## config.mk

```make
export PLATFORM = sky130hd
export DESIGN_NAME = fetchStage
export DESIGN_NICKNAME = d
export VERILOG_FILES = /design/src/rtl/isaPkg.sv /design/src/rtl/fetchStage.sv
export SDC_FILE = /design/constraint.sdc
export NUM_CORES = 2
export LEC_CHECK = 0
export ABC_AREA = 1
export BUFFER_PORTS_ARGS = -buffer_cell sky130_fd_sc_hd__buf_2
export CAP_MARGIN = 20
export CORE_MARGIN = 5
export CORE_UTILIZATION = 25
export DETAILED_ROUTE_END_ITERATION = 8
export SLEW_MARGIN = 5
export SYNTH_ARGS = -nofsm -noshare
export SYNTH_HDL_FRONTEND = slang
export SYNTH_SLANG_ARGS = --single-unit
```

## constraint.sdc

```tcl
create_clock -name clk -period 5.38 [get_ports clk]
set_input_delay 0 -clock clk [delete_from_list [all_inputs] [get_ports clk]]
set_output_delay 0 -clock clk [all_outputs]
set_load 0.02 [all_outputs]
```

## src/rtl/isaPkg.sv

```systemverilog
package isaPkg;

   localparam int regIdxW = 3;

   // Opcodes in bits 15:11
   localparam logic [4:0] opHalt = 5'b00000;
   localparam logic [4:0] opJ    = 5'b00100;
   localparam logic [4:0] opAddi = 5'b01000;
   localparam logic [4:0] opBeqz = 5'b01100;
   localparam logic [4:0] opSt   = 5'b10000;
   localparam logic [4:0] opLd   = 5'b10001;
   localparam logic [4:0] opAdd  = 5'b11000;
   localparam logic [4:0] opSub  = 5'b11001;
   localparam logic [4:0] opAnd  = 5'b11010;
   localparam logic [4:0] opXor  = 5'b11011;

   // One instruction word, read through whichever format the opcode calls for
   typedef union packed {
      struct packed {
         logic [4:0]         opcode;
         logic [regIdxW-1:0] rs;
         logic [regIdxW-1:0] rt;
         logic [regIdxW-1:0] rd;
         logic [1:0]         unused;
      } rFmt;
      struct packed {
         logic [4:0]         opcode;
         logic [regIdxW-1:0] rs;
         logic [regIdxW-1:0] rd;
         logic [4:0]         imm5;
      } iFmt;
      struct packed {
         logic [4:0]         opcode;
         logic [regIdxW-1:0] rs;
         logic [7:0]         imm8;
      } bFmt;
      struct packed {
         logic [4:0]  opcode;
         logic [10:0] disp11;
      } jFmt;
   } instrT;

   // Bubble word, ADDI r0,r0,0; decode never lets it write
   localparam logic [15:0] nopWord = {opAddi, 11'd0};

endpackage

```

## src/rtl/fetchStage.sv

```systemverilog
`timescale 1ns/10ps

module fetchStage #(
   parameter int imemDepth = 256
) (
   input  logic                         clk,
   input  logic                         rst,
   input  logic                         loadEn,
   input  logic [$clog2(imemDepth)-1:0] loadAddr,
   input  logic [15:0]                  loadData,
   input  logic                         stall,
   input  logic                         redirect,
   input  logic [15:0]                  redirectPc,
   input  logic                         stopFetch,
   output isaPkg::instrT                ifInstr,
   output logic [15:0]                  ifPcNext
);
   import isaPkg::*;

   localparam int addrW = $clog2(imemDepth);

   logic [15:0] imem [imemDepth];
   logic [15:0] pc;
   logic [15:0] pcNext;

   assign pcNext = pc + 16'd1;

   // Program load, only while the core is held in reset
   always_ff @(posedge clk) begin
      if (rst && loadEn) begin
         imem[loadAddr] <= loadData;
      end
   end

   always_ff @(posedge clk) begin
      if (rst) begin
         pc <= 16'd0;
      end else if (redirect) begin
         pc <= redirectPc;
      end else if (!stall && !stopFetch) begin
         pc <= pcNext;
      end
   end

   // Fetch/decode register; squashed slots become bubbles
   always_ff @(posedge clk) begin
      if (rst || redirect) begin
         ifInstr <= nopWord;
      end else if (!stall) begin
         ifInstr <= stopFetch ? nopWord : imem[pc[addrW-1:0]];
      end
   end

   always_ff @(posedge clk) begin
      if (!stall) begin
         ifPcNext <= pcNext;
      end
   end

   aLoadInReset: assert property (@(posedge clk) loadEn |-> rst)
      else $error("instruction memory load outside reset");

endmodule

```

==> Word level (Yosys, flattened, before mapping) <==
Memory sizes are Yosys's and may differ from the RTL's. A register that Yosys moved wholly into a read port is not among the register bits.
Index checks and enable logic that the tools add are counted.
Widths: inputs -> output; s select.
{ "op_classes": {"add_sub_neg": 1, "mux": 7, "n_reduce_logical": 6} }
{ "op_table": {"columns": ["op", "count"], "rows": [
  ["$mux 16", 3],
  ["$add 16x1->16 const B", 1],
  ["$mux 8", 2],
  ["$logic_and 1x1->1", 2],
  ["$logic_not 1->1", 2],
  ["$mux 1", 2],
  ["$reduce_bool 2->1", 1],
  ["$logic_or 1x1->1", 1]
]} }
{ "word_totals": {"ff_bits": 48, "ramBits": 4096, "in_bits": 46, "elab_cells": 18, "n_memories": 1} }
{ "mem_list": {"columns": ["memory", "depth", "width", "read_ports", "rd_clocked_by_memory_dff", "wr", "line", "rtl"], "rows": [
  ["imem", 256, 16, 1, 1, 1, "fetchStage.sv:22", "logic [15:0] imem [imemDepth];"]
]} }

==> Logic depth before layout (Yosys ltp) <==
{ "logic_depth": {"ltp_word": 6, "mapped_depth": 17} }

==> Least setup slack after synthesis <==
No wires, ideal clock.
{ "synth_path": {"kind": "in2reg", "start": "input rst", "end": "memory imem[103][0], enable pin", "setup_time_ns": 0.388, "arrival_ns": 1.785, "path_slack_ns": 3.206, "cell_stages": 7, "cell_sequence": "clkbuf_1 > nand2_1 > clkinv_1 > clkbuf_1 > nand2_1 > clkbuf_1 > nor2_1"} }
{ "synth_via": {"elab_chain_cells": 3} }
{ "synth_lines": {"columns": ["element", "line", "rtl"], "rows": [
  ["start, declared", "fetchStage.sv:7", "input logic rst,"],
  ["$logic_and 1x1->1", "fetchStage.sv:30", "if (rst && loadEn) begin"],
  ["$mux 1", "fetchStage.sv:30", null],
  ["$mux 1 (implied by the code)", "fetchStage.sv:31", "imem[loadAddr] <= loadData;"],
  ["end, declared", "fetchStage.sv:22", null]
]} }
Every way passes these cells.

==> impl_results.md <==
- Placed cells: 22270
- Row count: 300
- Area contributors post-synth: edfxtp_1 74%, nand3_1 12%, nand2_1 9.4%
- Post-Route WL: 500.7 mm
- GRT Util Overall: between 10% and 20%
- Drt drc: 0
- Synth Area in Compound Gates: less than 1%
- CP Class: reg2reg
- Syn_nets: about 14000
- Cell count after synthesis: between 10000 and 15000
- Clock Latency Late Sink: around 1.0 ns
- Setup_tns: 0 ns
- Delay-heaviest family, CP: simple AND/OR/NAND/NOR gates
- CTS tree: done
- Post-synthesis xor/xnor area fraction: less than 1%
- Netlist cell types: 28
- Root buf cell: clkbuf_16
- Hold_ws: between 0.09 and 0.1 ns
- Hold Vio Cnt, Final: 0
- Slew margin rel.: -9.791%
- Largest net degree at the start of global routing: between 150 and 200
- Drt wl/cell: between 20 and 25 um
- Slew Viols, Final: 56
- DRT Pass-1 Iters: 8
- Post-route ant nets: 0
- RSZ-0062 raised after global routing: false
- Clock-pin slew on the worst setup and hold paths: around 0.060 ns
- Data required, critical path: 6.29 ns
- Initial DRC Count: between 10000 and 15000
- Total CTS buffers: about 420
- Clock period minus worst slack: 4.179 ns
- FF+latch count, synth: 4152
- Post-synth EDFFs: between 4000 and 5000
- WP data arrival: 5.09 ns
- Sequential cell area: 0.1243 mm2
- Hold crit path type: in2reg
- Die area: between 0.6 and 0.7 mm2
- Crit. End Element: flop
- CP Cell Sequence: inv_16, buf_12, nand2_1, nand3_1, nand3_1, nand3_1, nand3_1, nand3_1, nand3_1, nand3_1, nand3_1, a21oi_1
- Synth cell count leaders: 4197 x nand2_1, 4112 x edfxtp_1, 4088 x nand3_1, 449 x buf_2, 286 x nor2_1
- Grt ovf: 0
- Syn_area_per_cell: 12.13 um2
- Worst path buffer plus inverter count: 2
- Crit path max-delay cell type: buf_12
- Non-Filler Instances: roughly 23000
- Power Density: about 360 mW/mm2
- Clock sink count: between 4000 and 5000
- Multi-input gate area: around 0.038 mm2
- Max-cap check violation count: 0
- Maximum VDD drop: roughly 300 uV
- Main combinational cell family by area after synthesis: simple AND/OR/NAND/NOR gates
- Startpoint type of the worst setup path: flop
- Initial Util: around 25%
- Drt via density: 4.784
- Share of cells above drive strength 1: under 10%
- Synth warnings: 0
- Biggest area consumer among synthesized cells: edfxtp_1
- Post-Syn Area: about 0.17 mm2
- Global-route wire length before repair: 726.1 mm
- Routability cong.: between 0.8 and 0.9
- Endpoints failing setup: 0
- Synth Area in Adders: 0.007484%
- Final period util: just under 80%
- Most numerous cell in the Yosys netlist: nand2_1
- Post-synth top area share: between 70% and 80%
- Violated checks: slew limit
- DIE HEIGHT: around 830 um
- Core area: 0.6670 mm2
- Post-synthesis async set-or-reset flop share: 0%
- Deepest clock path buffer count: 4
- Status: finished with violations
- Slew @ Worst Pin: 1.647 ns
- Number of filler cells placed in the layout: about 67000
- P_leak: approximately 65 nW
- Seq/Total Area, Yosys: about three quarters
- Simple-gate area share of the yosys netlist: 22.34%
- Hold Buf Count CTS: between 80 and 90
- # IOs: between 70 and 80
- F_max: approximately 240 MHz
- Mux share of post-synthesis cell area: 0%
- Port buffer count: 77
- Layout Nets: roughly 14000
- Area delta synth->final: 15.20%
- Vias: approximately 110k
- Slowest stage delay, CP: ~0.58 ns
- H-Tree Depth: 5
- Layout Skew: around 0.11 ns
- Die width: 827.8 um
- Initial antenna violation count: 39
- Postcts setup bufs: 0
- Critical-path maximum fanout: 156
- Vias in the first global route: roughly 100k
- PostCTS Resize Cnt: 0
- Critical Path Most Common Cell: nand3_1
- HPWL Detailed: approximately 280 mm
- Top_reg_cell synth: edfxtp_1
placed cells by master (no fill, tap or decap), drive strengths merged:
cell | synthesis | routed
edfxtp | 4112 | 4112
xnor2 | 6 | 6
a21oi | 18 | 18
nor3 | 4 | 4
or2 | 1 | 1
dfxtp | 40 | 40
inv | 52 | 71
a31oi | 12 | 12
dlygate4sd3 | 0 | 87
xor2 | 8 | 8
a22o | 1 | 1
o221ai | 2 | 2
ha | 1 | 1
nand4 | 2 | 2
nor4 | 1 | 1
diode | 0 | 12
nand3 | 4088 | 4088
nor2 | 288 | 288
clkbuf | 177 | 538
bufinv | 0 | 36
clkinvlp | 0 | 5
buf | 769 | 530
nand2 | 4197 | 4197
clkinv | 1 | 173
final timing paths:
| path | start | to | slack [ns] | cells past startpoint |
|---|---|---|---|---|
| worst min-delay path | redirect | flop | 0.09 | 4 |
| worst max-delay path | flop | ifInstr[3] | 1.20 | 12 |
| worst min register to register | ifInstr[0] | ifInstr[0] | 0.48 | 2 |
| worst max register to register | flop | ifInstr[3] | 1.20 | 12 |
layer usage:
layer	GRT usage, %	routed length, um
met3	2.647	48700
met2	21.86	228300
met4	4.835	18570
met5	0	95
met1	19.38	205000
report_power, final:
part	switching [mW]	leakage (nW)	internal, mW	total [mW]
registers	0.0790	37.3	35.6	35.7
logic	4.09	21.1	1.34	5.43
clock network	12.5	6.49	16.2	28.7
cell type report:
| type | instances | area share, % |
|---|---|---|
| Antenna cell | 12 | 0.01559 |
| Clock buffer | 538 | 5.725 |
| Clock inverter | 232 | 1.193 |
| Inverter | 53 | 0.1260 |
| Multi-Input combinational cell | 8629 | 19.62 |
| Sequential cell | 4152 | 64.54 |
| Tap cell | 8909 | 5.788 |
| Timing Repair Buffer | 617 | 2.988 |
sequential cells by signal, indices dropped and copies added (netlist names), named ones only:
register	count
pc	16
ifInstr	16
ifPcNext	16
imem	4096
through the flow:
stage	area, um2	total power [mW]	setup slack (ns)	util, %
3_5_place_dp	178400	41.69	1.242	26.74
5_1_grt	192600	71.91	1.124	28.87
2_1_floorplan	167200	39.43	3.206	-
3_3_place_gp	178400	41.65	1.229	26.74
6_report	192600	69.82	1.201	28.87
4_1_cts	192600	70.11	1.240	28.87
kinds of logic after synthesis:
family,count (synthesis)
xor+xnor,14
flops,4152
buf+inv,999
fa+ha+maj,1
simple gates,8581
compound gates,33
worst min-delay path, stage by stage:
cell and delay, ns:
dlygate4sd3_1 0.53, buf_2 0.24, nand2_1 0.10, a31oi_1 0.10
Note: power is estimated with default switching activity, not from simulation.
