**src/rtl/isaPkg.sv**
```systemverilog
package isaPkg;

   localparam int regIdxW = 3;

   // Opcodes in bits 15:11
   localparam logic [4:0] opHalt = 5'b00000;
   localparam logic [4:0] opJ    = 5'b00100;
   localparam logic [4:0] opAddi = 5'b01000;
   localparam logic [4:0] opBeqz = 5'b01100;
   localparam logic [4:0] opSt   = 5'b10000;
   localparam logic [4:0] opLd   = 5'b10001;
   localparam logic [4:0] opAdd  = 5'b11000;
   localparam logic [4:0] opSub  = 5'b11001;
   localparam logic [4:0] opAnd  = 5'b11010;
   localparam logic [4:0] opXor  = 5'b11011;

   // One instruction word, read through whichever format the opcode calls for
   typedef union packed {
      struct packed {
         logic [4:0]         opcode;
         logic [regIdxW-1:0] rs;
         logic [regIdxW-1:0] rt;
         logic [regIdxW-1:0] rd;
         logic [1:0]         unused;
      } rFmt;
      struct packed {
         logic [4:0]         opcode;
         logic [regIdxW-1:0] rs;
         logic [regIdxW-1:0] rd;
         logic [4:0]         imm5;
      } iFmt;
      struct packed {
         logic [4:0]         opcode;
         logic [regIdxW-1:0] rs;
         logic [7:0]         imm8;
      } bFmt;
      struct packed {
         logic [4:0]  opcode;
         logic [10:0] disp11;
      } jFmt;
   } instrT;

   // Bubble word, ADDI r0,r0,0; decode never lets it write
   localparam logic [15:0] nopWord = {opAddi, 11'd0};

endpackage

```
**src/rtl/pipePkg.sv**
```systemverilog
package pipePkg;

   // ALU operations
   localparam int aluOpW = 2;
   localparam logic [aluOpW-1:0] aluAdd = 2'd0;
   localparam logic [aluOpW-1:0] aluSub = 2'd1;
   localparam logic [aluOpW-1:0] aluAnd = 2'd2;
   localparam logic [aluOpW-1:0] aluXor = 2'd3;

   // Writeback source
   localparam int wbSrcW = 1;
   localparam logic [wbSrcW-1:0] wbAlu = 1'b0;
   localparam logic [wbSrcW-1:0] wbMem = 1'b1;

   // Operand forward selects
   localparam int fwdW = 2;
   localparam logic [fwdW-1:0] fwdReg   = 2'd0;
   localparam logic [fwdW-1:0] fwdExMem = 2'd1;
   localparam logic [fwdW-1:0] fwdMemWb = 2'd2;

endpackage

```
**src/rtl/hazardUnit.sv**
```systemverilog
`timescale 1ns/10ps

module hazardUnit (
   input  logic                       clk,
   input  logic                       rst,
   input  logic [isaPkg::regIdxW-1:0] idRs,
   input  logic [isaPkg::regIdxW-1:0] idRt,
   input  logic [isaPkg::regIdxW-1:0] exRd,
   input  logic                       exRegWrt,
   input  logic                       exMemRead,
   input  logic [isaPkg::regIdxW-1:0] memRd,
   input  logic                       memRegWrt,
   output logic                       stall,
   output logic [pipePkg::fwdW-1:0]   fwdA,
   output logic [pipePkg::fwdW-1:0]   fwdB
);
   import pipePkg::*;

   // Producers one stage on by the time the operand reaches execute
   function automatic logic [fwdW-1:0] pickSrc(input logic [2:0] src);
      if (exRegWrt && exRd == src) begin
         return fwdExMem;
      end else if (memRegWrt && memRd == src) begin
         return fwdMemWb;
      end
      return fwdReg;
   endfunction

   // Load result is not ready for the next instruction
   assign stall = exMemRead && (exRd == idRs || exRd == idRt);

   always_ff @(posedge clk) begin
      if (rst || stall) begin
         fwdA <= fwdReg;
         fwdB <= fwdReg;
      end else begin
         fwdA <= pickSrc(idRs);
         fwdB <= pickSrc(idRt);
      end
   end

   aSingleStall: assert property (@(posedge clk) disable iff (rst) stall |=> !stall)
      else $error("load-use stall held for two cycles");

endmodule

```
**config.mk**
```make
export PLATFORM = sky130hd
export DESIGN_NAME = hazardUnit
export DESIGN_NICKNAME = d
export VERILOG_FILES = /design/src/rtl/isaPkg.sv /design/src/rtl/pipePkg.sv /design/src/rtl/hazardUnit.sv
export SDC_FILE = /design/constraint.sdc
export NUM_CORES = 1
export LEC_CHECK = 0
export BUFFER_PORTS_ARGS = -buffer_cell sky130_fd_sc_hd__buf_2
export CORE_AREA = 2 2 39 41
export CTS_BUF_LIST = sky130_fd_sc_hd__clkbuf_2
export CTS_CLUSTER_DIAMETER = 200
export DETAILED_ROUTE_END_ITERATION = 8
export DIE_AREA = 0 0 41 43
export PLACE_DENSITY = 0.46
export SYNTH_ARGS = -nofsm -noshare
export SYNTH_HDL_FRONTEND = slang
export SYNTH_SLANG_ARGS = --single-unit
```
**constraint.sdc**
```tcl
create_clock -name clk -period 0.8 [get_ports clk]
set_input_delay 0 -clock clk [delete_from_list [all_inputs] [get_ports clk]]
set_output_delay 0 -clock clk [all_outputs]
set_load 0.01 [all_outputs]
```
## Word level (Yosys, flattened, before mapping)

Cells that the tools add are included.

| operators by class | value |
|---|---|
| equal/unequal tests | 4 |
| muxes and demuxes | 10 |
| bitwise logic cells | 2 |
| reductions and logical operators | 11 |

Operator list:

| kind | count |
|---|---|
| $eq 3x3->1 | 4 |
| $mux 1 | 8 |
| $reduce_or 3->1 | 2 |
| $logic_and 1x1->1 | 5 |
| $mux 2 | 2 |
| $reduce_or 2->1 | 2 |
| $logic_or 1x1->1 | 2 |
| $not 1->1 | 2 |

| storage, ports and cells | value |
|---|---|
| flip-flop bits (word level) | 4 |
| input port bits | 17 |
| output and inout port bits | 5 |
| word-level logic and storage cells | 31 |

## Logic depth before layout (Yosys ltp)

| depth | value |
|---|---|
| depth in word-level cells | 7 |
| gate-level depth with buffers | 4 |

## Worst setup path before layout

OpenSTA, ideal clock, no wires.

| path | value |
|---|---|
| kind | input to register |
| start point | in idRs[2] (netlist name) |
| end point | reg fwdA[1] (netlist name) |
| library setup time | 0.115 ns |
| arrival time | 0.615 ns |
| setup slack | 0.071 ns |
| cell stages on the path | 4 |
| path buffers | 0 |
| cell sequence | xor2_1 nor3_2 nor2_1 o21a_1 |

| between the ends | value |
|---|---|
| cells in the longest elaborated chain, start to end | 7 |

RTL lines:

| what | line | text |
|---|---|---|
| from (decl) | hazardUnit.sv:6 | `input logic [isaPkg::regIdxW-1:0] idRs,` |
| $eq 3x3->1 | hazardUnit.sv:23 | `end else if (memRegWrt && memRd == src) begin` |
| $logic_and 1x1->1 | hazardUnit.sv:23 |  |
| $mux 1 | hazardUnit.sv:23 |  |
| $mux 1 | hazardUnit.sv:21 | `if (exRegWrt && exRd == src) begin` |
| $mux 1 | hazardUnit.sv:33 | `if (rst \|\| stall) begin` |
| $not 1->1 (no line) | - |  |
| $reduce_or 3->1 (no line) (*) | - |  |
| to (signal assigned) | hazardUnit.sv:34 | `fwdA <= fwdReg;` |
| to (signal assigned) | hazardUnit.sv:37 | `fwdA <= pickSrc(idRs);` |
| to (decl) | hazardUnit.sv:14 | `output logic [pipePkg::fwdW-1:0] fwdA,` |

Every way passes the cells marked *; elsewhere a longest branch is shown, timed or not. The select of a mux whose other input is x is not followed.
A chain may end at the register's enable or synchronous reset.

## Worst setup path in the final report

| path | value |
|---|---|
| start point | in idRs[2] (netlist name) |
| end point | out stall |

| between the ends | value |
|---|---|
| cells in the longest elaborated chain, start to end | 3 |

RTL lines:

| what | line | text |
|---|---|---|
| $eq 3x3->1 | hazardUnit.sv:30 | `assign stall = exMemRead && (exRd == idRs \|\| exRd == idRt);` |
| $logic_or 1x1->1 | hazardUnit.sv:30 |  |
| $logic_and 1x1->1 | hazardUnit.sv:30 |  |
| to (decl) | hazardUnit.sv:13 | `output logic stall,` |

No other way between the ends.

==> load_flow_metrics.sql <==
INSERT INTO impl_metrics (metric_group, metric, value, unit) VALUES
('worst_setup_path', 'crit_path_top_delay_cell', 'sky130_fd_sc_hd__nor3_2', ''),
('synthesis', 'synth_area', '276.5', 'um2'),
('sta', 'unrepaired_setup_endpoints_after_global_routing', 'true', ''),
('worst_setup_path', 'worst_setup_path_startpoint', 'idRs[2]', ''),
('global_route', 'grt_remaining_overflow', '0', ''),
('sta', 'final_period_minus_worst_setup_slack', '0.8144', 'ns'),
('clocking', 'clkTransAtPathRegs', '0.04', 'ns'),
('place', 'portBuffers', '21', ''),
('worst_setup_path', 'cpLargestDelayFamily', 'simple AND/OR/NAND/NOR gates', ''),
('synthesis', 'synth_area_per_cell', '9.217', 'um2'),
('layout', 'mostFrequentLayoutCell', 'sky130_fd_sc_hd__buf_2', ''),
('floorplanning', 'fp.dieArea', '1763', 'um2'),
('floorplanning', 'row_count', '14', ''),
('power_and_ir_drop', 'seq_power_share', '33.5', '%'),
('floorplanning', 'die_height', '43', 'um'),
('power_and_ir_drop', 'internal-power', '0.4240', 'mW'),
('power_and_ir_drop', 'net-switching-power', '0.1866', 'mW'),
('layout', 'final_instance_count_without_filler_cells', '73', ''),
('sta', 'report.final.setup_viol', '1', ''),
('worst_setup_path', 'critPathCaptureType', 'output pin', ''),
('floorplanning', 'floorplan.initialDensity', '19.98', '%'),
('clocking', 'tritoncts', 'built', ''),
('clocking', 'clock_tree.htree_level_count', '1', ''),
('sta', 'hold-worst-slack', '0.06785', 'ns'),
('worst_hold_path', 'holdPathStages', '2', ''),
('global_route', 'antenna_found_initial', '0', ''),
('sta', 'report.final.hold_viol_count', '0', ''),
('clocking', 'cts_root_buffer', 'sky130_fd_sc_hd__clkbuf_2', ''),
('worst_hold_path', 'hold_path_class', 'input pin to flop', ''),
('sta', 'worst_pin_slew', '0.2443', 'ns'),
('power_and_ir_drop', 'total_power', '0.6106', 'mW'),
('worst_setup_path', 'crit_cells', '6', ''),
('worst_setup_path', 'timing.critical_path.cells', 'buf_2, xor2_1, nor3_2, nor2_2, nor2b_1, buf_2', ''),
('layout', 'layout.nets', '76', ''),
('drt', 'route.detailed.wl_per_inst', '9.603', 'um'),
('place', 'dp_hpwl', '571.1', 'um'),
('sta', 'timing.max_slew.rel_slack', '83.56', '%'),
('drt', 'vias_per_cell', '4.110', ''),
('layout', 'drive_gt1_share', '59.65', '%'),
('floorplanning', 'die_width', '41', 'um'),
('worst_setup_path', 'crit_top_cell', 'sky130_fd_sc_hd__buf_2', ''),
('layout', 'flow.area_growth_from_synthesis', '89.14', '%'),
('clocking', 'cts_sink_count', '4', ''),
('worst_setup_path', 'maximum_fanout_count_along_the_critical_path', '3', ''),
('worst_setup_path', 'timing.setup.critical_path_class', 'input pin to output pin', ''),
('sta', 'finalSetupTns', '-0.01442', 'ns'),
('worst_setup_path', 'cp.arrival', '0.81', 'ns'),
('worst_setup_path', 'critical_path.startpoint_type', 'input pin', ''),
('global_route', 'grt_pass1_wl', '1124', 'um'),
('synthesis', 'synth_cell_types', '11', ''),
('drt', 'drt-total-wl', '701', 'um'),
('layout', 'layout_common_cells', 'sky130_fd_sc_hd__buf_2 (15), sky130_fd_sc_hd__xor2_1 (9), sky130_fd_sc_hd__dfxtp_1 (4), sky130_fd_sc_hd__buf_4 (4)', ''),
('synthesis', 'ys_seq_area_share', '28.96', '%'),
('power_and_ir_drop', 'power_leakage', '0.2549', 'nW'),
('sta', 'max_freq', '1228', 'MHz'),
('worst_setup_path', 'timing.critical_path.slowest_cell_delay', '0.24', 'ns'),
('power_and_ir_drop', 'worst_ir_drop_vdd', '333.5', 'uV'),
('clocking', 'cts_inserted_buffers', '3', ''),
('floorplanning', 'core-area', '1384', 'um2'),
('global_route', 'via_count_of_the_first_global_routing_pass', '298', ''),
('worst_setup_path', 'worst_setup_path_endpoint', 'stall', ''),
('synthesis', 'synth_cells', '30', ''),
('clocking', 'clk_path_buf_depth', '2', ''),
('place', 'dpl_cell_area', '409.1', 'um2'),
('floorplanning', 'io_pins', '22', ''),
('drt', 'detail_route.drc_violations', '0', ''),
('run_status', 'failed_checks', 'negative setup slack', ''),
('power_and_ir_drop', 'share_clk_of_total_power', '30.8', '%'),
('run_status', 'run_status', 'finished, violations left', ''),
('layout', 'design_area', '523.0', 'um2'),
('sta', 'timing.final.ws_setup', '-0.01442', 'ns');
==> power groups by stage <==
stage / clock network [mW] / logic (mW) / registers (mW)
finish: 0.188 / 0.218 / 0.205
global route: 0.218 / 0.238 / 0.205
CTS: 0.200 / 0.188 / 0.205
detailed placement: 0 / 0.158 / 0.208
global placement: 0 / 0.157 / 0.208
floorplan: 0 / 0.0736 / 0.211
==> Yosys cell counts <==
cell type	instances	area, um2
sky130_fd_sc_hd__nor2b_1	1	6.260
sky130_fd_sc_hd__and3_2	1	7.510
sky130_fd_sc_hd__dfxtp_1	4	80.08
sky130_fd_sc_hd__o21a_1	2	15.01
sky130_fd_sc_hd__a21oi_1	2	10.01
sky130_fd_sc_hd__nand2b_1	1	6.260
sky130_fd_sc_hd__xor2_1	12	105.1
sky130_fd_sc_hd__nor4_1	2	12.51
sky130_fd_sc_hd__nor3_2	2	20.02
sky130_fd_sc_hd__and3_1	1	6.260
sky130_fd_sc_hd__nor2_1	2	7.510
==> what timing repair did <==
item                       CTS  global route
resized for setup            9            10
setup buffers                1             1
setup endpoints to repair    1             3
pin swaps                    5             6
==> metrics by stage <==
| step | util (%) | setup slack, ns |
|---|---|---|
| after detailed placement | 29.57 | -0.1288 |
| after global placement | 29.57 | -0.1273 |
| after CTS | 33.82 | -0.02940 |
| after floorplan | - | 0.07087 |
| after global routing | 37.79 | -0.05356 |
| final | 37.79 | -0.01442 |
==> sequential cells by signal, summed over array words and instances, names as in the netlist <==
name  count
fwdB      2
fwdA      2
==> area by class of cell <==
type | count | area (um2)
Clock buffer | 3 | 15.01
Sequential cell | 4 | 80.08
Timing Repair Buffer | 24 | 168.9
Multi-Input combinational cell | 26 | 239.0
Tap cell | 16 | 20.02
Fill cell | 136 | 860.8
==> how the worst min path moves through the flow <==
stage / end / start
floorplan: stall / exMemRead
global placement: fwdB[0] / exRegWrt
detailed placement: fwdB[0] / exRegWrt
CTS: fwdB[0] / exRegWrt
global route: fwdB[0] / exRegWrt
finish: fwdB[0] / exRegWrt
==> logic make-up (layout without fill, tap and decap cells) <==
group / after synthesis / count (layout) / synth area share (%)
DFF: 4 / 4 / 28.96
xor gates and xnor gates: 12 / 12 / 38.01
AOI/OAI and AO/OA: 4 / 4 / 9.048
and+or+nand+nor: 10 / 10 / 23.99
buffers and inverters: 0 / 27 / 0
==> routing by layer <==
metal | GRT usage (%) | up-vias | routed length, um
li1 | - | 153 | -
met5 | 0 | - | 0
met1 | 9.936 | 129 | 264
met4 | 8.000 | 0 | 25
met2 | 15.31 | 15 | 349
met3 | 3.141 | 3 | 62
(Power assumes the default switching activity.)
