==> src/rtl/isaPkg.sv <==
package isaPkg;

   localparam int regIdxW = 3;

   // Opcodes in bits 15:11
   localparam logic [4:0] opHalt = 5'b00000;
   localparam logic [4:0] opJ    = 5'b00100;
   localparam logic [4:0] opAddi = 5'b01000;
   localparam logic [4:0] opBeqz = 5'b01100;
   localparam logic [4:0] opSt   = 5'b10000;
   localparam logic [4:0] opLd   = 5'b10001;
   localparam logic [4:0] opAdd  = 5'b11000;
   localparam logic [4:0] opSub  = 5'b11001;
   localparam logic [4:0] opAnd  = 5'b11010;
   localparam logic [4:0] opXor  = 5'b11011;

   // One instruction word, read through whichever format the opcode calls for
   typedef union packed {
      struct packed {
         logic [4:0]         opcode;
         logic [regIdxW-1:0] rs;
         logic [regIdxW-1:0] rt;
         logic [regIdxW-1:0] rd;
         logic [1:0]         unused;
      } rFmt;
      struct packed {
         logic [4:0]         opcode;
         logic [regIdxW-1:0] rs;
         logic [regIdxW-1:0] rd;
         logic [4:0]         imm5;
      } iFmt;
      struct packed {
         logic [4:0]         opcode;
         logic [regIdxW-1:0] rs;
         logic [7:0]         imm8;
      } bFmt;
      struct packed {
         logic [4:0]  opcode;
         logic [10:0] disp11;
      } jFmt;
   } instrT;

   // Bubble word, ADDI r0,r0,0; decode never lets it write
   localparam logic [15:0] nopWord = {opAddi, 11'd0};

endpackage

==> src/rtl/pipePkg.sv <==
package pipePkg;

   // ALU operations
   localparam int aluOpW = 2;
   localparam logic [aluOpW-1:0] aluAdd = 2'd0;
   localparam logic [aluOpW-1:0] aluSub = 2'd1;
   localparam logic [aluOpW-1:0] aluAnd = 2'd2;
   localparam logic [aluOpW-1:0] aluXor = 2'd3;

   // Writeback source
   localparam int wbSrcW = 1;
   localparam logic [wbSrcW-1:0] wbAlu = 1'b0;
   localparam logic [wbSrcW-1:0] wbMem = 1'b1;

   // Operand forward selects
   localparam int fwdW = 2;
   localparam logic [fwdW-1:0] fwdReg   = 2'd0;
   localparam logic [fwdW-1:0] fwdExMem = 2'd1;
   localparam logic [fwdW-1:0] fwdMemWb = 2'd2;

endpackage

==> src/rtl/memoryStage.sv <==
`timescale 1ns/10ps

module memoryStage #(
   parameter int dmemDepth = 256
) (
   input  logic                       clk,
   input  logic                       rst,
   input  logic [15:0]                memAlu,
   input  logic [15:0]                memStoreData,
   input  logic [isaPkg::regIdxW-1:0] memRd,
   input  logic                       memRegWrt,
   input  logic                       memMemRead,
   input  logic                       memMemWrt,
   input  logic                       memHalt,
   input  logic                       memIllegal,
   output logic                       wbValid,
   output logic [isaPkg::regIdxW-1:0] wbRd,
   output logic [15:0]                wbData,
   output logic                       halted,
   output logic                       err,
   output logic                       stopFetch
);
   import pipePkg::*;

   localparam int addrW = $clog2(dmemDepth);

   logic [15:0] dmem [dmemDepth];
   logic [15:0] readData;
   logic [wbSrcW-1:0] wbSrc;

   always_ff @(posedge clk) begin
      if (memMemWrt) begin
         dmem[memAlu[addrW-1:0]] <= memStoreData;
      end
   end

   assign readData = dmem[memAlu[addrW-1:0]];
   assign wbSrc    = memMemRead ? wbMem : wbAlu;

   always_ff @(posedge clk) begin
      wbRd   <= memRd;
      wbData <= (wbSrc == wbMem) ? readData : memAlu;
   end

   always_ff @(posedge clk) begin
      if (rst) begin
         wbValid <= 1'b0;
         halted  <= 1'b0;
         err     <= 1'b0;
      end else begin
         wbValid <= memRegWrt;
         // Sticky until reset
         if (memHalt || memIllegal) begin
            halted <= 1'b1;
         end
         if (memIllegal) begin
            err <= 1'b1;
         end
      end
   end

   assign stopFetch = halted || memHalt;

endmodule

==> config.mk <==
export PLATFORM = sky130hd
export DESIGN_NAME = memoryStage
export DESIGN_NICKNAME = d
export VERILOG_FILES = /design/src/rtl/isaPkg.sv /design/src/rtl/pipePkg.sv /design/src/rtl/memoryStage.sv
export SDC_FILE = /design/constraint.sdc
export NUM_CORES = 2
export LEC_CHECK = 0
export BUFFER_PORTS_ARGS = -buffer_cell sky130_fd_sc_hd__buf_4
export CAP_MARGIN = 20
export CORE_UTILIZATION = 35
export CTS_CLUSTER_DIAMETER = 50
export CTS_CLUSTER_SIZE = 16
export DETAILED_ROUTE_END_ITERATION = 12
export PLACE_DENSITY = 0.48
export RECOVER_POWER = 25
export SLEW_MARGIN = 40
export SYNTH_ARGS = -nofsm -noshare
export SYNTH_HDL_FRONTEND = slang
export SYNTH_SLANG_ARGS = --single-unit
==> constraint.sdc <==
create_clock -name clk -period 4.6 [get_ports clk]
set_input_delay 0.69 -clock clk [delete_from_list [all_inputs] [get_ports clk]]
set_output_delay 0.69 -clock clk [all_outputs]
set_load 0.03 [all_outputs]
## Word-level counts from Yosys, hierarchy flattened

Memories as Yosys holds them, arrays and structs flattened.
Cells that the tools add are included.
Widths: inputs -> output; s select.

| cells by class | value |
|---|---|
| mux-type cells | 4 |
| reduce and logical (&&, ||, !) cells | 2 |

Operators by type and width:

| kind | number |
|---|---|
| $mux 16 | 1 |
| $mux 1 | 3 |
| $logic_or 1x1->1 | 2 |

| storage, ports and cells | value |
|---|---|
| register bits after elaboration | 22 |
| logic and storage cells | 12 |
| bits in writable memories | 4096 |
| input bits | 42 |
| memories | 1 |
| output and inout bits | 23 |

Memories:

| memory | depth | bits a word | read ports | clocked after Yosys merged registers in | wr ports | RTL line | text |
|---|---|---|---|---|---|---|---|
| dmem | 256 | 16 | 1 | 0 | 1 | memoryStage.sv:27 | `logic [15:0] dmem [dmemDepth];` |

## Longest topological paths before layout

| logic depth | value |
|---|---|
| depth after elaboration | 2 |
| gate-level depth with buffers | 13 |
| mapped depth without buffers | 7 |

## Least setup slack after synthesis

Ideal clock, no wire load.

| timing path | value |
|---|---|
| path type | input port to flip-flop |
| from | in memAlu[1] |
| to | mem dmem[195][0] (enable) |
| slack | 639 ps |
| arrival | 3552 ps |
| buffers on the path | 8 |
| library setup time | 409 ps |
| stages on the path | 10 |
| required time | 4191 ps |
| path through | buf_2 -> buf_6 -> buf_4 -> buf_4 -> buf_2 -> buf_2 -> buf_2 -> buf_2 -> nand2_1 -> nor3_1 |

RTL lines:

| item | RTL line | text |
|---|---|---|
| start: declaration | memoryStage.sv:8 | `input logic [15:0] memAlu,` |
| end: declaration | memoryStage.sv:27 |  |

Straight into the memory's write port.

## Final worst setup path

| timing path | value |
|---|---|
| from | in memStoreData[1] |
| to | mem dmem[124][1], data pin |

RTL lines:

| item | RTL line | text |
|---|---|---|
| start: declaration | memoryStage.sv:9 | `input logic [15:0] memStoreData,` |

Straight into the memory's write port.

==> summary.md <==
| Metric | Value |
|---|---|
| Remaining antenna violation count | 0 |
| Length in cells of the worst reg-to-reg path | 8 |
| Chip width | between 600 and 700 um |
| Number of design rule violations left after detail routing | 0 |
| R2R Setup Slk | about 1.3 ns |
| Total setup violations reported at the end of the flow | 0 |
| Origin of the critical flop-to-flop path | dmem[170][12] |
| Routed WL | 500000 um |
| Endpoint of the most critical register-to-register path | wbData[12] |
| Cell chosen for the clock root | sky130_fd_sc_hd__clkbuf_16 |
| Yosys warnings | 0 |
| Leakage power | approximately 0.059 uW |
| CP arrival | between 4 and 5 ns |
| Growth of design area from synthesis to finish | 18.0% |
| Number of distinct library cell variants in the gate-level netlist after synthesis | 61 |
| VDD IR-drop max | between 0.3 and 0.4 mV |
| Number of antenna violations at the first check in global routing | 42 |
| Most common cell after layout, fill and taps aside | sky130_fd_sc_hd__edfxtp_1 |
| CP top delay family | buffers and inverters |
| Cell-by-cell listing of the critical path | clkdlybuf4s25_1 -> buf_4 |
| Initial Util | 0.352 |
| Tightest Pin Transition | slightly above 4 ns |
| Fraction of the yosys area taken by sequential cells | 0.778 |
| Worst slew margin relative to its limit | -1.76 |
| Failing checks | max-capacitance violations, max-slew violations |
| Number of buffer cells added on primary ports | 64 |
| Cell at the slowest stage of the critical path | sky130_fd_sc_hd__clkdlybuf4s25_1 |
| Number of search-and-repair iterations in the first detailed-routing pass | 5 |
| Layout cell share with drive strength beyond 1 | 0.347 |
| Commonest cells after routing, fill and taps aside | sky130_fd_sc_hd__edfxtp_1, sky130_fd_sc_hd__mux4_2, sky130_fd_sc_hd__buf_4 |
| Most common flop cell mapped by yosys | sky130_fd_sc_hd__edfxtp_1 |
| CTS tree | built |
| Global-route wire length before repair | 685000 um |
| Max-capacitance violation count | 17 |
| Vias | roughly 80k |
| Flip-flop and latch count after synthesis | 4118 |
| Highest clock frequency the design can meet | roughly 260 MHz |
| Die outline height | 675 um |
| Via count of the first global-routing pass | just over 80k |
| Placed Cells | 13.5k |
| Number of enable-type register cells in the synthesized netlist | 4096 |
| CTS max path bufs | 4 |
| Average wire per cell in the routed design | ~35 um |
| # resized after CTS | 0 |
| Slowest stage delay, CP | about 2.8 ns |
| Worst Path Required | approximately 5.4 ns |
| Global-route usage over all layers | 0.217 |
| Hold Path Origin | memAlu[12] |
| Number of stages on the worst hold path | 3 |
| Estimated wirelength of the detail-placed design | ~310000 um |
| Global route overflow | 0 |
| Number of cells produced by synthesis | just over 7k |
| Min Tclk post-route | 3.87 ns |
| Global placement routability congestion | approximately 0.87 |
| Num ports | 65 |
| Fin nets | about 8k |
| Mapped Avg Cell Area | 22.1 um^2 |
| Clock insertion delay at the later pin of the skew report | about 1.1 ns |
| Cts bufs inserted | roughly 440 |
| Top fanout value on the critical path | 79 |
| H-tree depth | 5 |
| Number of nets produced by synthesis | 7219 |
| Final Skew | around 0.078 ns |
| Hold worst-path end | wbData[12] |
| Pin count of the biggest net entering global routing | around 130 |
| Status | finished, violations left |
| Critical setup path kind | in2reg |
| Minimum setup slack after placement | about 0.089 ns |
| Unrepaired setup endpoints after global routing | no |
| Die Area | 0.456 mm^2 |
| Kind of end point of the critical path | flop |
| Power per standard cell area | 446 mW/mm^2 |
| Share of the cycle needed by the critical path after routing | 0.840 |
| Fin. Hold Viols | 0 |
| Post-route insts no fill | roughly 14k |
| Post-synth ARST share | 0 |
| DRT iter0 DRCs | around 10k |
| Average via count per standard cell | roughly 5.6 |
| Cell area after technology mapping | between 0.15 and 0.2 mm^2 |
| Setup slack of the critical path after layout | roughly 0.73 ns |
| Worst path buffer plus inverter count | 2 |
| Hold crit path type | in2reg |
| Rows | 246 |
| Area of the core | between 0.4 and 0.5 mm^2 |
| Number of slew-limit violations in the final report | approximately 1.0k |
| Launching element type of the critical path | primary input |
| Clock transition at the registers of the reported paths | 0.06 ns |
| Clk sinks | between 4k and 5k |
-- power breakdown --
part / internal (uW) / switching, uW
clock network: 21300 / 16200
registers: 41400 / 79.7
logic: 1500 / 2970
total: 64200 / 19200
-- metal layers --
layer | routed length [um] | up-vias | track usage
li1 | - | 32100 | -
met1 | 213000 | 44000 | 0.307
met2 | 236000 | 3097 | 0.347
met3 | 32300 | 679 | 0.0297
met4 | 19000 | 4 | 0.0734
met5 | 27 | - | 0
-- stage by stage --
| stage | cell area (um^2) | TNS, ns | total power (uW) | util | hold WS (ns) |
|---|---|---|---|---|---|
| after floorplan | 159000 | 0 | 44200 | - | 0.601 |
| after global placement | 171000 | -0.493 | 46600 | 0.381 | 0.451 |
| after detailed placement | 172000 | 0 | 46700 | 0.382 | 0.478 |
| after CTS | 187000 | 0 | 84100 | 0.416 | 0.00322 |
| after global routing | 187000 | 0 | 85500 | 0.416 | 0.00554 |
| final | 187000 | 0 | 83400 | 0.416 | 0.0291 |
-- cell families (layout without fill, tap and decap cells) --
group                  after synthesis  in the layout  synth area share
buffers and inverters              432           1614            0.0159
AND/OR/NAND/NOR                    750            750            0.0206
AO/OA/AOI/OAI                      566            566            0.0235
multiplexers                      1311           1311             0.162
other                                0             14                 0
flip-flops                        4118           4118             0.778
-- flip-flops by register name (all words and copies together) (netlist names) --
register / flops
halted: 1
err: 1
dmem: 4096
wbData: 16
wbRd: 3
wbValid: 1
-- worst max-delay path by stage --
stage	start	end	slack [ns]	cells after the start
floorplan	memAlu[1]	dmem[195][0]	0.64	10
global placement	memAlu[3]	wbData[12]	-0.30	10
detailed placement	memAlu[3]	wbData[12]	0.09	10
CTS	memAlu[3]	wbData[12]	1.18	10
global route	memStoreData[1]	dmem[119][1]	0.58	2
finish	memStoreData[1]	dmem[124][1]	0.73	2
-- area by class of cell --
type / count / area, um^2
Timing Repair Buffer: 781 / 7320
Multi-Input combinational cell: 2627 / 33500
Tap cell: 5952 / 7450
Sequential cell: 4118 / 123000
Clock inverter: 353 / 4210
Fill cell: 39400 / 263000
Inverter: 7 / 42.5
Antenna cell: 14 / 35.0
Clock buffer: 473 / 11200
-- cell usage after synthesis (15+ instances only) --
library cell | instances | area, um^2
sky130_fd_sc_hd__mux4_2 | 984 | 22200
sky130_fd_sc_hd__mux2_2 | 140 | 1580
sky130_fd_sc_hd__o22a_1 | 16 | 140
sky130_fd_sc_hd__clkbuf_1 | 160 | 601
sky130_fd_sc_hd__edfxtp_1 | 4096 | 123000
sky130_fd_sc_hd__a32oi_1 | 42 | 368
sky130_fd_sc_hd__dfxtp_1 | 22 | 440
sky130_fd_sc_hd__nor2_1 | 305 | 1140
sky130_fd_sc_hd__a22oi_1 | 60 | 450
sky130_fd_sc_hd__buf_2 | 102 | 510
sky130_fd_sc_hd__a221oi_1 | 15 | 131
sky130_fd_sc_hd__a31oi_1 | 26 | 163
sky130_fd_sc_hd__nand4_1 | 18 | 113
sky130_fd_sc_hd__nor3_1 | 51 | 255
sky130_fd_sc_hd__nand2_1 | 226 | 848
sky130_fd_sc_hd__o21ai_0 | 92 | 460
sky130_fd_sc_hd__a211oi_1 | 23 | 173
sky130_fd_sc_hd__nand3_1 | 63 | 315
sky130_fd_sc_hd__nor2b_1 | 24 | 150
sky130_fd_sc_hd__mux2i_1 | 187 | 1870
sky130_fd_sc_hd__buf_6 | 49 | 552
sky130_fd_sc_hd__buf_4 | 98 | 736
sky130_fd_sc_hd__a21oi_1 | 128 | 641
sky130_fd_sc_hd__o22ai_1 | 91 | 569
-- worst register-to-register path, stage by stage (launching register included) --
cell                       delay, ns
sky130_fd_sc_hd__edfxtp_1       0.37
sky130_fd_sc_hd__mux4_2         0.48
sky130_fd_sc_hd__mux2_2         0.28
sky130_fd_sc_hd__o221ai_1       0.56
sky130_fd_sc_hd__a21oi_1        0.28
sky130_fd_sc_hd__a311oi_2       0.68
sky130_fd_sc_hd__buf_4          0.24
sky130_fd_sc_hd__or4_1          0.16
sky130_fd_sc_hd__a31oi_1        0.09
-- what timing repair did --
action	in CTS	in global routing
hold buffers	16	0
hold endpoints to repair	24	0
setup buffers	0	0
Power figures use the tool's default switching activity.
