===== src/rtl/isaPkg.sv =====
package isaPkg;

   localparam int regIdxW = 3;

   // Opcodes in bits 15:11
   localparam logic [4:0] opHalt = 5'b00000;
   localparam logic [4:0] opJ    = 5'b00100;
   localparam logic [4:0] opAddi = 5'b01000;
   localparam logic [4:0] opBeqz = 5'b01100;
   localparam logic [4:0] opSt   = 5'b10000;
   localparam logic [4:0] opLd   = 5'b10001;
   localparam logic [4:0] opAdd  = 5'b11000;
   localparam logic [4:0] opSub  = 5'b11001;
   localparam logic [4:0] opAnd  = 5'b11010;
   localparam logic [4:0] opXor  = 5'b11011;

   // One instruction word, read through whichever format the opcode calls for
   typedef union packed {
      struct packed {
         logic [4:0]         opcode;
         logic [regIdxW-1:0] rs;
         logic [regIdxW-1:0] rt;
         logic [regIdxW-1:0] rd;
         logic [1:0]         unused;
      } rFmt;
      struct packed {
         logic [4:0]         opcode;
         logic [regIdxW-1:0] rs;
         logic [regIdxW-1:0] rd;
         logic [4:0]         imm5;
      } iFmt;
      struct packed {
         logic [4:0]         opcode;
         logic [regIdxW-1:0] rs;
         logic [7:0]         imm8;
      } bFmt;
      struct packed {
         logic [4:0]  opcode;
         logic [10:0] disp11;
      } jFmt;
   } instrT;

   // Bubble word, ADDI r0,r0,0; decode never lets it write
   localparam logic [15:0] nopWord = {opAddi, 11'd0};

endpackage


===== src/rtl/pipePkg.sv =====
package pipePkg;

   // ALU operations
   localparam int aluOpW = 2;
   localparam logic [aluOpW-1:0] aluAdd = 2'd0;
   localparam logic [aluOpW-1:0] aluSub = 2'd1;
   localparam logic [aluOpW-1:0] aluAnd = 2'd2;
   localparam logic [aluOpW-1:0] aluXor = 2'd3;

   // Writeback source
   localparam int wbSrcW = 1;
   localparam logic [wbSrcW-1:0] wbAlu = 1'b0;
   localparam logic [wbSrcW-1:0] wbMem = 1'b1;

   // Operand forward selects
   localparam int fwdW = 2;
   localparam logic [fwdW-1:0] fwdReg   = 2'd0;
   localparam logic [fwdW-1:0] fwdExMem = 2'd1;
   localparam logic [fwdW-1:0] fwdMemWb = 2'd2;

endpackage


===== src/rtl/decodeStage.sv =====
`timescale 1ns/10ps

module decodeStage (
   input  logic                       clk,
   input  logic                       rst,
   input  isaPkg::instrT              ifInstr,
   input  logic [15:0]                ifPcNext,
   input  logic                       stall,
   input  logic                       redirect,
   input  logic                       wbValid,
   input  logic [isaPkg::regIdxW-1:0] wbRd,
   input  logic [15:0]                wbData,
   output logic [15:0]                exRsData,
   output logic [15:0]                exRtData,
   output logic [15:0]                exImm,
   output logic [15:0]                exPcNext,
   output logic [isaPkg::regIdxW-1:0] exRs,
   output logic [isaPkg::regIdxW-1:0] exRt,
   output logic [isaPkg::regIdxW-1:0] exRd,
   output logic [pipePkg::aluOpW-1:0] exAluOp,
   output logic                       exUseImm,
   output logic                       exRegWrt,
   output logic                       exMemRead,
   output logic                       exMemWrt,
   output logic                       exBranch,
   output logic                       exJump,
   output logic                       exHalt,
   output logic                       exIllegal,
   output logic [isaPkg::regIdxW-1:0] idRs,
   output logic [isaPkg::regIdxW-1:0] idRt
);
   import isaPkg::*;
   import pipePkg::*;

   logic [15:0] regFile [1 << regIdxW];
   logic [15:0] rsData;
   logic [15:0] rtData;
   logic [15:0] imm;
   logic [regIdxW-1:0] rd;
   logic [aluOpW-1:0] aluOp;
   logic useImm, regWrt, memRead, memWrt;
   logic branch, jump, halt, illegal;

   // Bits 7:5 are rt for R-type and the store data register for ST
   assign idRs = ifInstr.rFmt.rs;
   assign idRt = ifInstr.rFmt.rt;

   always_ff @(posedge clk) begin
      if (wbValid) begin
         regFile[wbRd] <= wbData;
      end
   end

   // Write-through so a same-cycle writeback is seen
   assign rsData = (wbValid && wbRd == idRs) ? wbData : regFile[idRs];
   assign rtData = (wbValid && wbRd == idRt) ? wbData : regFile[idRt];

   always_comb begin
      aluOp   = aluAdd;
      useImm  = 1'b0;
      regWrt  = 1'b0;
      memRead = 1'b0;
      memWrt  = 1'b0;
      branch  = 1'b0;
      jump    = 1'b0;
      halt    = 1'b0;
      illegal = 1'b0;
      rd      = ifInstr.iFmt.rd;
      imm     = {{11{ifInstr.iFmt.imm5[4]}}, ifInstr.iFmt.imm5};
      case (ifInstr.rFmt.opcode)
         opAdd, opSub, opAnd, opXor: begin
            regWrt = 1'b1;
            rd     = ifInstr.rFmt.rd;
            case (ifInstr.rFmt.opcode)
               opSub:   aluOp = aluSub;
               opAnd:   aluOp = aluAnd;
               opXor:   aluOp = aluXor;
               default: aluOp = aluAdd;
            endcase
         end
         opAddi: begin
            useImm = 1'b1;
            regWrt = (ifInstr != nopWord);
         end
         opLd: begin
            useImm  = 1'b1;
            regWrt  = 1'b1;
            memRead = 1'b1;
         end
         opSt: begin
            useImm = 1'b1;
            memWrt = 1'b1;
         end
         opBeqz: begin
            branch = 1'b1;
            imm    = {{8{ifInstr.bFmt.imm8[7]}}, ifInstr.bFmt.imm8};
         end
         opJ: begin
            jump = 1'b1;
            imm  = {{5{ifInstr.jFmt.disp11[10]}}, ifInstr.jFmt.disp11};
         end
         opHalt:  halt = 1'b1;
         default: illegal = 1'b1;
      endcase
   end

   // Decode/execute control, bubble on stall or squash
   always_ff @(posedge clk) begin
      if (rst || stall || redirect) begin
         exRegWrt  <= 1'b0;
         exMemRead <= 1'b0;
         exMemWrt  <= 1'b0;
         exBranch  <= 1'b0;
         exJump    <= 1'b0;
         exHalt    <= 1'b0;
         exIllegal <= 1'b0;
      end else begin
         exRegWrt  <= regWrt;
         exMemRead <= memRead;
         exMemWrt  <= memWrt;
         exBranch  <= branch;
         exJump    <= jump;
         exHalt    <= halt;
         exIllegal <= illegal;
      end
   end

   always_ff @(posedge clk) begin
      exRsData <= rsData;
      exRtData <= rtData;
      exImm    <= imm;
      exPcNext <= ifPcNext;
      exRs     <= idRs;
      exRt     <= idRt;
      exRd     <= rd;
      exAluOp  <= aluOp;
      exUseImm <= useImm;
   end

   aLdStExclusive: assert property (@(posedge clk) disable iff (rst)
      !(exMemRead && exMemWrt))
      else $error("load and store set together in execute");

endmodule


===== config.mk =====
export PLATFORM = sky130hd
export DESIGN_NAME = decodeStage
export DESIGN_NICKNAME = d
export VERILOG_FILES = /design/src/rtl/isaPkg.sv /design/src/rtl/pipePkg.sv /design/src/rtl/decodeStage.sv
export SDC_FILE = /design/constraint.sdc
export NUM_CORES = 1
export LEC_CHECK = 0
export ABC_AREA = 0
export BUFFER_PORTS_ARGS = -buffer_cell sky130_fd_sc_hd__buf_2
export CAP_MARGIN = 15
export CORE_UTILIZATION = 55
export DETAILED_ROUTE_END_ITERATION = 8
export GPL_TIMING_DRIVEN = 0
export HOLD_SLACK_MARGIN = 0.1
export PLACE_DENSITY = 0.78
export SYNTH_ARGS = -nofsm -noshare
export SYNTH_HDL_FRONTEND = slang
export SYNTH_SLANG_ARGS = --single-unit
export TNS_END_PERCENT = 10

===== constraint.sdc =====
create_clock -name clk -period 5.2 [get_ports clk]
set_input_delay 1.04 -clock clk [delete_from_list [all_inputs] [get_ports clk]]
set_output_delay 1.04 -clock clk [all_outputs]
set_load 0.01 [all_outputs]

Yosys cells after proc, flatten, opt, wreduce, memory -nomap -nowiden
Memory sizes are Yosys's and may differ from the RTL's. A register that Yosys moved wholly into a read port is not among the register bits. Index checks and enable logic that the tools add are counted.

Register bits after elaboration: 51. Memory bits (writable): 128. Input bits: 56. Output and inout port bits: 89. Logic and storage cells: 45. Memories kept: 1.

Memory list: regFile (words 8, bits a word 16, read ports 2, clocked after memory_dff 2, write ports 1, RTL line decodeStage.sv:35) `logic [15:0] regFile [1 << regIdxW];`.

Equality and inequality tests: 10. Mux-type cells: 13. Reduce and logical (&&, ||, !) cells: 7.

Operators by type and width (number): $pmux W16 S2 (1); $eq A5 B5 Y1 const B (6); $ne A16 B15 Y1 const B (1); $eq A5 B4 Y1 const B (2); $reduce_or A10 Y1 (1); $mux W1 (9); $pmux W2 S3 (1); $eq A5 B3 Y1 const B (1); $logic_not A5 Y1 (1); $reduce_or A5 Y1 (1); $reduce_or A4 Y1 (1); $mux W3 (1); $reduce_or A3 Y1 (1); $logic_or A1 B1 Y1 (2); $pmux W1 S2 (1).

Longest topological paths before layout
Gate-level depths: netlist (run 1).

Depth after elaboration: 3. Gate-level depth with buffers: 4. Depth with buffers taken out: 3.

Worst setup path after synthesis (run 1)
Ideal clock, no wire load.

Path kind: input-to-reg. From: input wbRd[1] in the netlist's numbering. To: memory regFile[0][0] (enable). Library setup time: 409 ps. Arrival: 2353 ps. Data required time: 4791 ps. Setup slack: 2438 ps. Stages on the path: 2. Path buffers: 0. Cell sequence: nand2b_1 nor3_1.

RTL lines: start: declaration (RTL line decodeStage.sv:11) `input logic [isaPkg::regIdxW-1:0] wbRd,`; end: declaration (RTL line decodeStage.sv:35).

No word-level cell before the write port.

==> results of run 1 <==
## layer usage
layer  global-route usage  vias to the layer above
met5                    0                        -
met4               0.0769                        0
met3               0.0572                       12
met2                0.416                      197
met1                0.300                     2152
li1                     -                     1862
## metrics by stage
step	power, W	instance area, um^2	hold slack (ns)	setup slack, ns	cells
after CTS	0.00311	8990	0.697	1.73	717
after global routing	0.00319	8990	0.695	1.68	717
final	0.00309	8990	0.718	1.74	717
after global placement	0.00187	8260	1.14	1.14	677
after detailed placement	0.00189	8400	1.14	2.20	685
after floorplan	0.00176	7330	1.07	2.44	362
## synthesized netlist by cell type, types with 4 or more instances
| cell | instances | area share |
|---|---|---|
| edfxtp_1 | 128 | 0.52 |
| nor2_1 | 14 | 0.0072 |
| a21oi_1 | 5 | 0.0034 |
| mux4_2 | 8 | 0.025 |
| nand2b_1 | 4 | 0.0034 |
| nor3_1 | 6 | 0.0041 |
| mux4_1 | 56 | 0.20 |
| buf_4 | 11 | 0.011 |
| mux2_2 | 35 | 0.054 |
| nand2_1 | 13 | 0.0067 |
| buf_6 | 8 | 0.012 |
| dfxtp_1 | 46 | 0.13 |
| buf_1 | 6 | 0.0031 |
## layout make-up
cell class / instances / area share
multi-input combinational: 156 / 0.263
timing repair buffer: 151 / 0.0921
inverter: 2 / 0.000835
clock inverter: 7 / 0.00515
sequential: 174 / 0.530
clock buffer: 25 / 0.0609
tap: 172 / 0.0239
buffer: 30 / 0.0241
## worst max-delay path: stages (launching register included)
cell	delay [ns]
dfxtp_1	0.45
buf_1	0.69
mux4_2	0.42
mux2_2	0.29
buf_2	0.15
## registers in the layout, summed over array words and instances (netlist names)
name / cells
exJump: 1
exRs: 3
exRegWrt: 1
exMemWrt: 1
exIllegal: 1
exRd: 3
exHalt: 1
exPcNext: 16
exImm: 11
exUseImm: 1
exAluOp: 2
exBranch: 1
exMemRead: 1
regFile: 128
exRt: 3
## final timing paths
check	startpoint	endpoint	depth (start not counted)	slack, ns
hold / removal	ifPcNext[11]	exPcNext[11]$_DFF_P_	1	0.72
setup / recovery	exRs[1]$_DFF_P_	exRsData[14]	4	1.74
## kinds of logic after synthesis
kind of cell | synth area share
multiplexers | 0.280
buffers and inverters | 0.0305
flip-flops | 0.650
AND/OR/NAND/NOR | 0.0321
AO/OA/AOI/OAI | 0.00717
## power breakdown
| group | internal (W) | switching [W] |
|---|---|---|
| logic | 0.000151 | 0.000151 |
| registers | 0.00154 | 0.0000188 |
| clock network | 0.000732 | 0.000495 |
| total | 0.00242 | 0.000665 |
==> results.py, run 1 <==
metrics = {
    "clock_network": {
        "cts_resized": 0,
        "root_buffer": "clkbuf_16",
        "clkSlewWorstSetupHoldPaths_ns": 0.06,
        "postCtsHoldBufs": 0,
        "cts_buffer_depth": 2,
        "cts_tree": "yes",
        "ctsHtreeMaxLevel": 4,
        "post_cts.repair.setup_buffers": 0,
        "cts.sinks": 174,
        "cts_buffers": 17,
    },
    "power_and_ir_drop": {
        "power.density_mw_per_mm2": 343,
        "ir_drop_v": 0.000232,
        "p_leak_nw": 3.51,
    },
    "placed_design": {
        "io_buffers": 143,
        "dpl.hpwl_mm": 10.8,
        "gp_congestion": 0.757,
    },
    "sta": {
        "tightestPinTransition_ns": 0.992,
        "rsz0062_at_grt": "no",
        "maxSlewHeadroom": 0.335,
        "report.final.slew_viol_count": 0,
        "fin_setup_tns_ns": 0,
        "fmax_mhz": 289,
        "hold_viol": 0,
        "finalCriticalPeriod_ns": 3.46,
        "period_share": 0.665,
        "setup_viol": 0,
    },
    "critical_path": {
        "arrival_ns": 2.42,
        "crit_type": "reg2out",
        "crit_path_end_kind": "primary output",
        "critPathRequiredTime_ns": 4.16,
        "cp-start-kind": "flop",
        "cp_max_fo": 10,
    },
    "routing": {
        "wl_mm": 15.9,
        "drc_errors": 0,
        "via_count": 4223,
        "wl_met3_um": 971,
        "via_per_inst": 5.89,
        "met2_wirelength_mm": 8.35,
        "met1_length_mm": 6.42,
        "ant_nets": 0,
        "drt_iter0_drc": 385,
        "wire_per_inst_um": 22.2,
        "highest_layer": "met4",
        "first_pass_iters": 4,
    },
    "die": {
        "rows": 41,
        "dieArea_mm2": 0.0138,
        "core_area_mm2": 0.0128,
        "start_util": 0.572,
        "die_x_um": 117,
        "io_pins": 145,
        "die_h_um": 117,
    },
    "synthesis": {
        "yosysWarnings": 0,
        "syn-cell-area_mm2": 0.00733,
        "synth-seq-cells": 174,
        "ys_async_sr_fraction": 0,
        "ys_seq_area_frac": 0.650,
        "synth_ff_type": "edfxtp_1",
        "syn-num-nets": 418,
        "synth_area_per_cell_um2": 20.3,
        "synth-edff-count": 128,
        "synth_cell_types": 27,
        "syn_inst": 362,
    },
    "grt": {
        "antenna_found_initial": 0,
        "grt_first_pass_wirelength_mm": 23.9,
        "grt_overflow_total": 0,
        "grt_pass1_vias": 4330,
        "grt_max_degree": 17,
        "grt_usage": 0.240,
    },
    "outcome": {
        "status": "completed",
    },
    "run": {
        "cap_violations": 0,
    },
    "cells_and_area": {
        "regArea_mm2": 0.00476,
        "area_growth_pct": 22.7,
        "layout-drive-gt1-share": 0.468,
        "utilization": 0.701,
        "diodes": 0,
        "layout_commonest_cell": "buf_2",
        "final_cell_mix": "buf_2, edfxtp_1, mux4_1",
        "fillers": 831,
        "final_nets": 588,
        "multi_input_area_mm2": 0.00237,
    },
    "hold_path": {
        "hold_class": "in2reg",
    },
}
No activity file was read; power rests on OpenSTA's default activity.
==> run 2: changes to the inputs <==
Settings changed: CORE_UTILIZATION 55 to 50, PLACE_DENSITY 0.78 to 0.74.
Clock period 5.2 ns to 3 ns, I/O delays scaled along.
==> run 2 against run 1 <==
Non-clock buffer count is the same. Via count decreased by 1.3%. Critical endpoint is now exRtData[11]. Final area increased by 0.35%. Routed wire length increased by 2.6%. Power is 75% higher. Hold slack lost 0.45 ns. Sequential cell count is the same. Largest cell class unchanged. Cell count grew 1.1%. Largest power group unchanged.
==> results.py, run 2 (synthesis results as in run 1) <==
metrics = {
    "die": {
        "die_x_um": 123,
        "core_area_mm2": 0.0141,
        "rows": 43,
        "dieArea_mm2": 0.0152,
        "io_pins": 145,
        "start_util": 0.520,
        "die_h_um": 123,
    },
    "power_and_ir_drop": {
        "power.density_mw_per_mm2": 599,
        "ir_drop_v": 0.000401,
        "p_leak_nw": 3.53,
    },
    "clock_network": {
        "cts.sinks": 174,
        "root_buffer": "clkbuf_16",
        "cts_buffers": 17,
        "ctsHtreeMaxLevel": 4,
        "cts_buffer_depth": 2,
        "postCtsHoldBufs": 0,
        "post_cts.repair.setup_buffers": 0,
        "cts_tree": "yes",
        "clkSlewWorstSetupHoldPaths_ns": 0.07,
    },
    "cells_and_area": {
        "stdcell_area_mm2": 0.00903,
        "fin_cells": 725,
        "largest_register_ffs": 128,
        "fillers": 975,
        "top_register": "regFile",
        "layout-drive-gt1-share": 0.479,
        "top_regs": "regFile x128, exPcNext x16, exImm x11",
        "layout_commonest_cell": "buf_2",
        "final_nets": 588,
        "area_growth_pct": 23.1,
        "diodes": 0,
        "final_cell_mix": "buf_2, edfxtp_1, mux4_1",
    },
    "grt": {
        "grt_first_pass_wirelength_mm": 23.8,
        "grt_overflow_total": 0,
        "grt_usage": 0.228,
        "antenna_found_initial": 1,
        "grt_pass1_vias": 4364,
        "grt_max_degree": 17,
    },
    "sta": {
        "maxSlewHeadroom": 0.352,
        "report.final.slew_viol_count": 0,
        "finalCriticalPeriod_ns": 2.92,
        "hold_viol": 0,
        "setup_viol": 0,
        "rsz0062_at_grt": "no",
        "period_share": 0.974,
        "fin_setup_tns_ns": 0,
        "tightestPinTransition_ns": 0.967,
        "fmax_mhz": 342,
    },
    "hold_path": {
        "hold_class": "in2reg",
        "hold_depth": 1,
        "holdPathEnd": "exPcNext[3]$_DFF_P_",
        "min_from": "ifPcNext[3]",
    },
    "critical_path": {
        "crit_type": "reg2out",
        "slowest_delay_ns": 0.73,
        "crit_path_end_kind": "primary output",
        "cp_max_fo": 10,
        "crit_buf_inv": 3,
        "cp_slowest_cell": "buf_1",
        "arrival_ns": 2.32,
        "critPathRequiredTime_ns": 2.40,
        "critPathTopFamily": "buffers and inverters",
        "crit_chain": "clkbuf_2 -> buf_1 -> mux2_2 -> buf_2",
        "cp-start-kind": "flop",
    },
    "placed_design": {
        "dpl.hpwl_mm": 11.2,
        "dpl-instance-area_mm2": 0.00842,
        "gp_congestion": 0.761,
        "io_buffers": 143,
        "place_inst": 693,
    },
    "routing": {
        "drc_errors": 0,
        "wire_per_inst_um": 22.5,
        "first_pass_iters": 4,
        "ant_nets": 0,
        "via_per_inst": 5.75,
        "wl_mm": 16.3,
        "drt_iter0_drc": 270,
        "via_count": 4167,
    },
    "run": {
        "cap_violations": 0,
    },
    "outcome": {
        "status": "completed",
    },
}
run 2: cell count changes in the layout (fill, tap and decap cells not counted), sizes merged:
cell / delta
buf: -1
clkbuf: -3
clkinv: -2
inv: +6
run 2: area by class of cell:
| cell class | instances | area (um^2) | area share |
|---|---|---|---|
| buffer | 30 | 223 | 0.0247 |
| tap | 180 | 225 | 0.0250 |
| sequential | 174 | 4760 | 0.528 |
| timing repair buffer | 151 | 836 | 0.0926 |
| multi-input combinational | 156 | 2370 | 0.262 |
| inverter | 2 | 7.51 | 0.000832 |
| clock inverter | 11 | 87.6 | 0.00970 |
| clock buffer | 21 | 514 | 0.0570 |
run 2: through the flow:
stage                util  setup slack, ns  total power (W)  hold slack, ns
floorplan               -            0.678          0.00304           0.628
global placement    0.587           -0.519          0.00325           0.704
detailed placement  0.597            0.396          0.00328           0.704
CTS                 0.640           0.0356          0.00544           0.256
global route        0.640           0.0145          0.00557           0.253
finish              0.640           0.0788          0.00541           0.270
run 2: worst max path at each step:
stage	end	slack (ns)	start	cells past startpoint
3_5_place_dp	exRtData[11]	0.40	exRt[1]$_DFF_P_	4
6_report	exRtData[11]	0.08	exRt[2]$_DFF_P_	4
4_1_cts	exRtData[5]	0.04	exRt[1]$_DFF_P_	4
3_3_place_gp	regFile[0][10]$_DFFE_PP_	-0.52	wbRd[1]	3
5_1_grt	exRtData[11]	0.01	exRt[2]$_DFF_P_	4
2_1_floorplan	regFile[0][0]$_DFFE_PP_	0.68	wbRd[1]	2
run 2: power by group:
part           switching (W)  total (W)  internal (W)  leakage, nW
Clock               0.000933    0.00218       0.00125        0.301
Sequential         0.0000340    0.00270       0.00267         1.55
Combinational       0.000261   0.000524      0.000262         1.68
Total                0.00123    0.00541       0.00418         3.53
run 2: timing repair:
| action | in CTS | in global routing |
|---|---|---|
| pin swaps | 0 | 0 |
| gates cloned | 0 | 0 |
| endpoints found under the setup margin | 14 | 11 |
| gates resized for setup | 3 | 3 |
run 2: per-layer routing:
layer,GRT usage,wire (um),up-vias
li1,-,-,1868
met3,0.0554,926,18
met2,0.381,8320,172
met4,0.0873,238,0
met1,0.289,6850,2109
met5,0,0,-
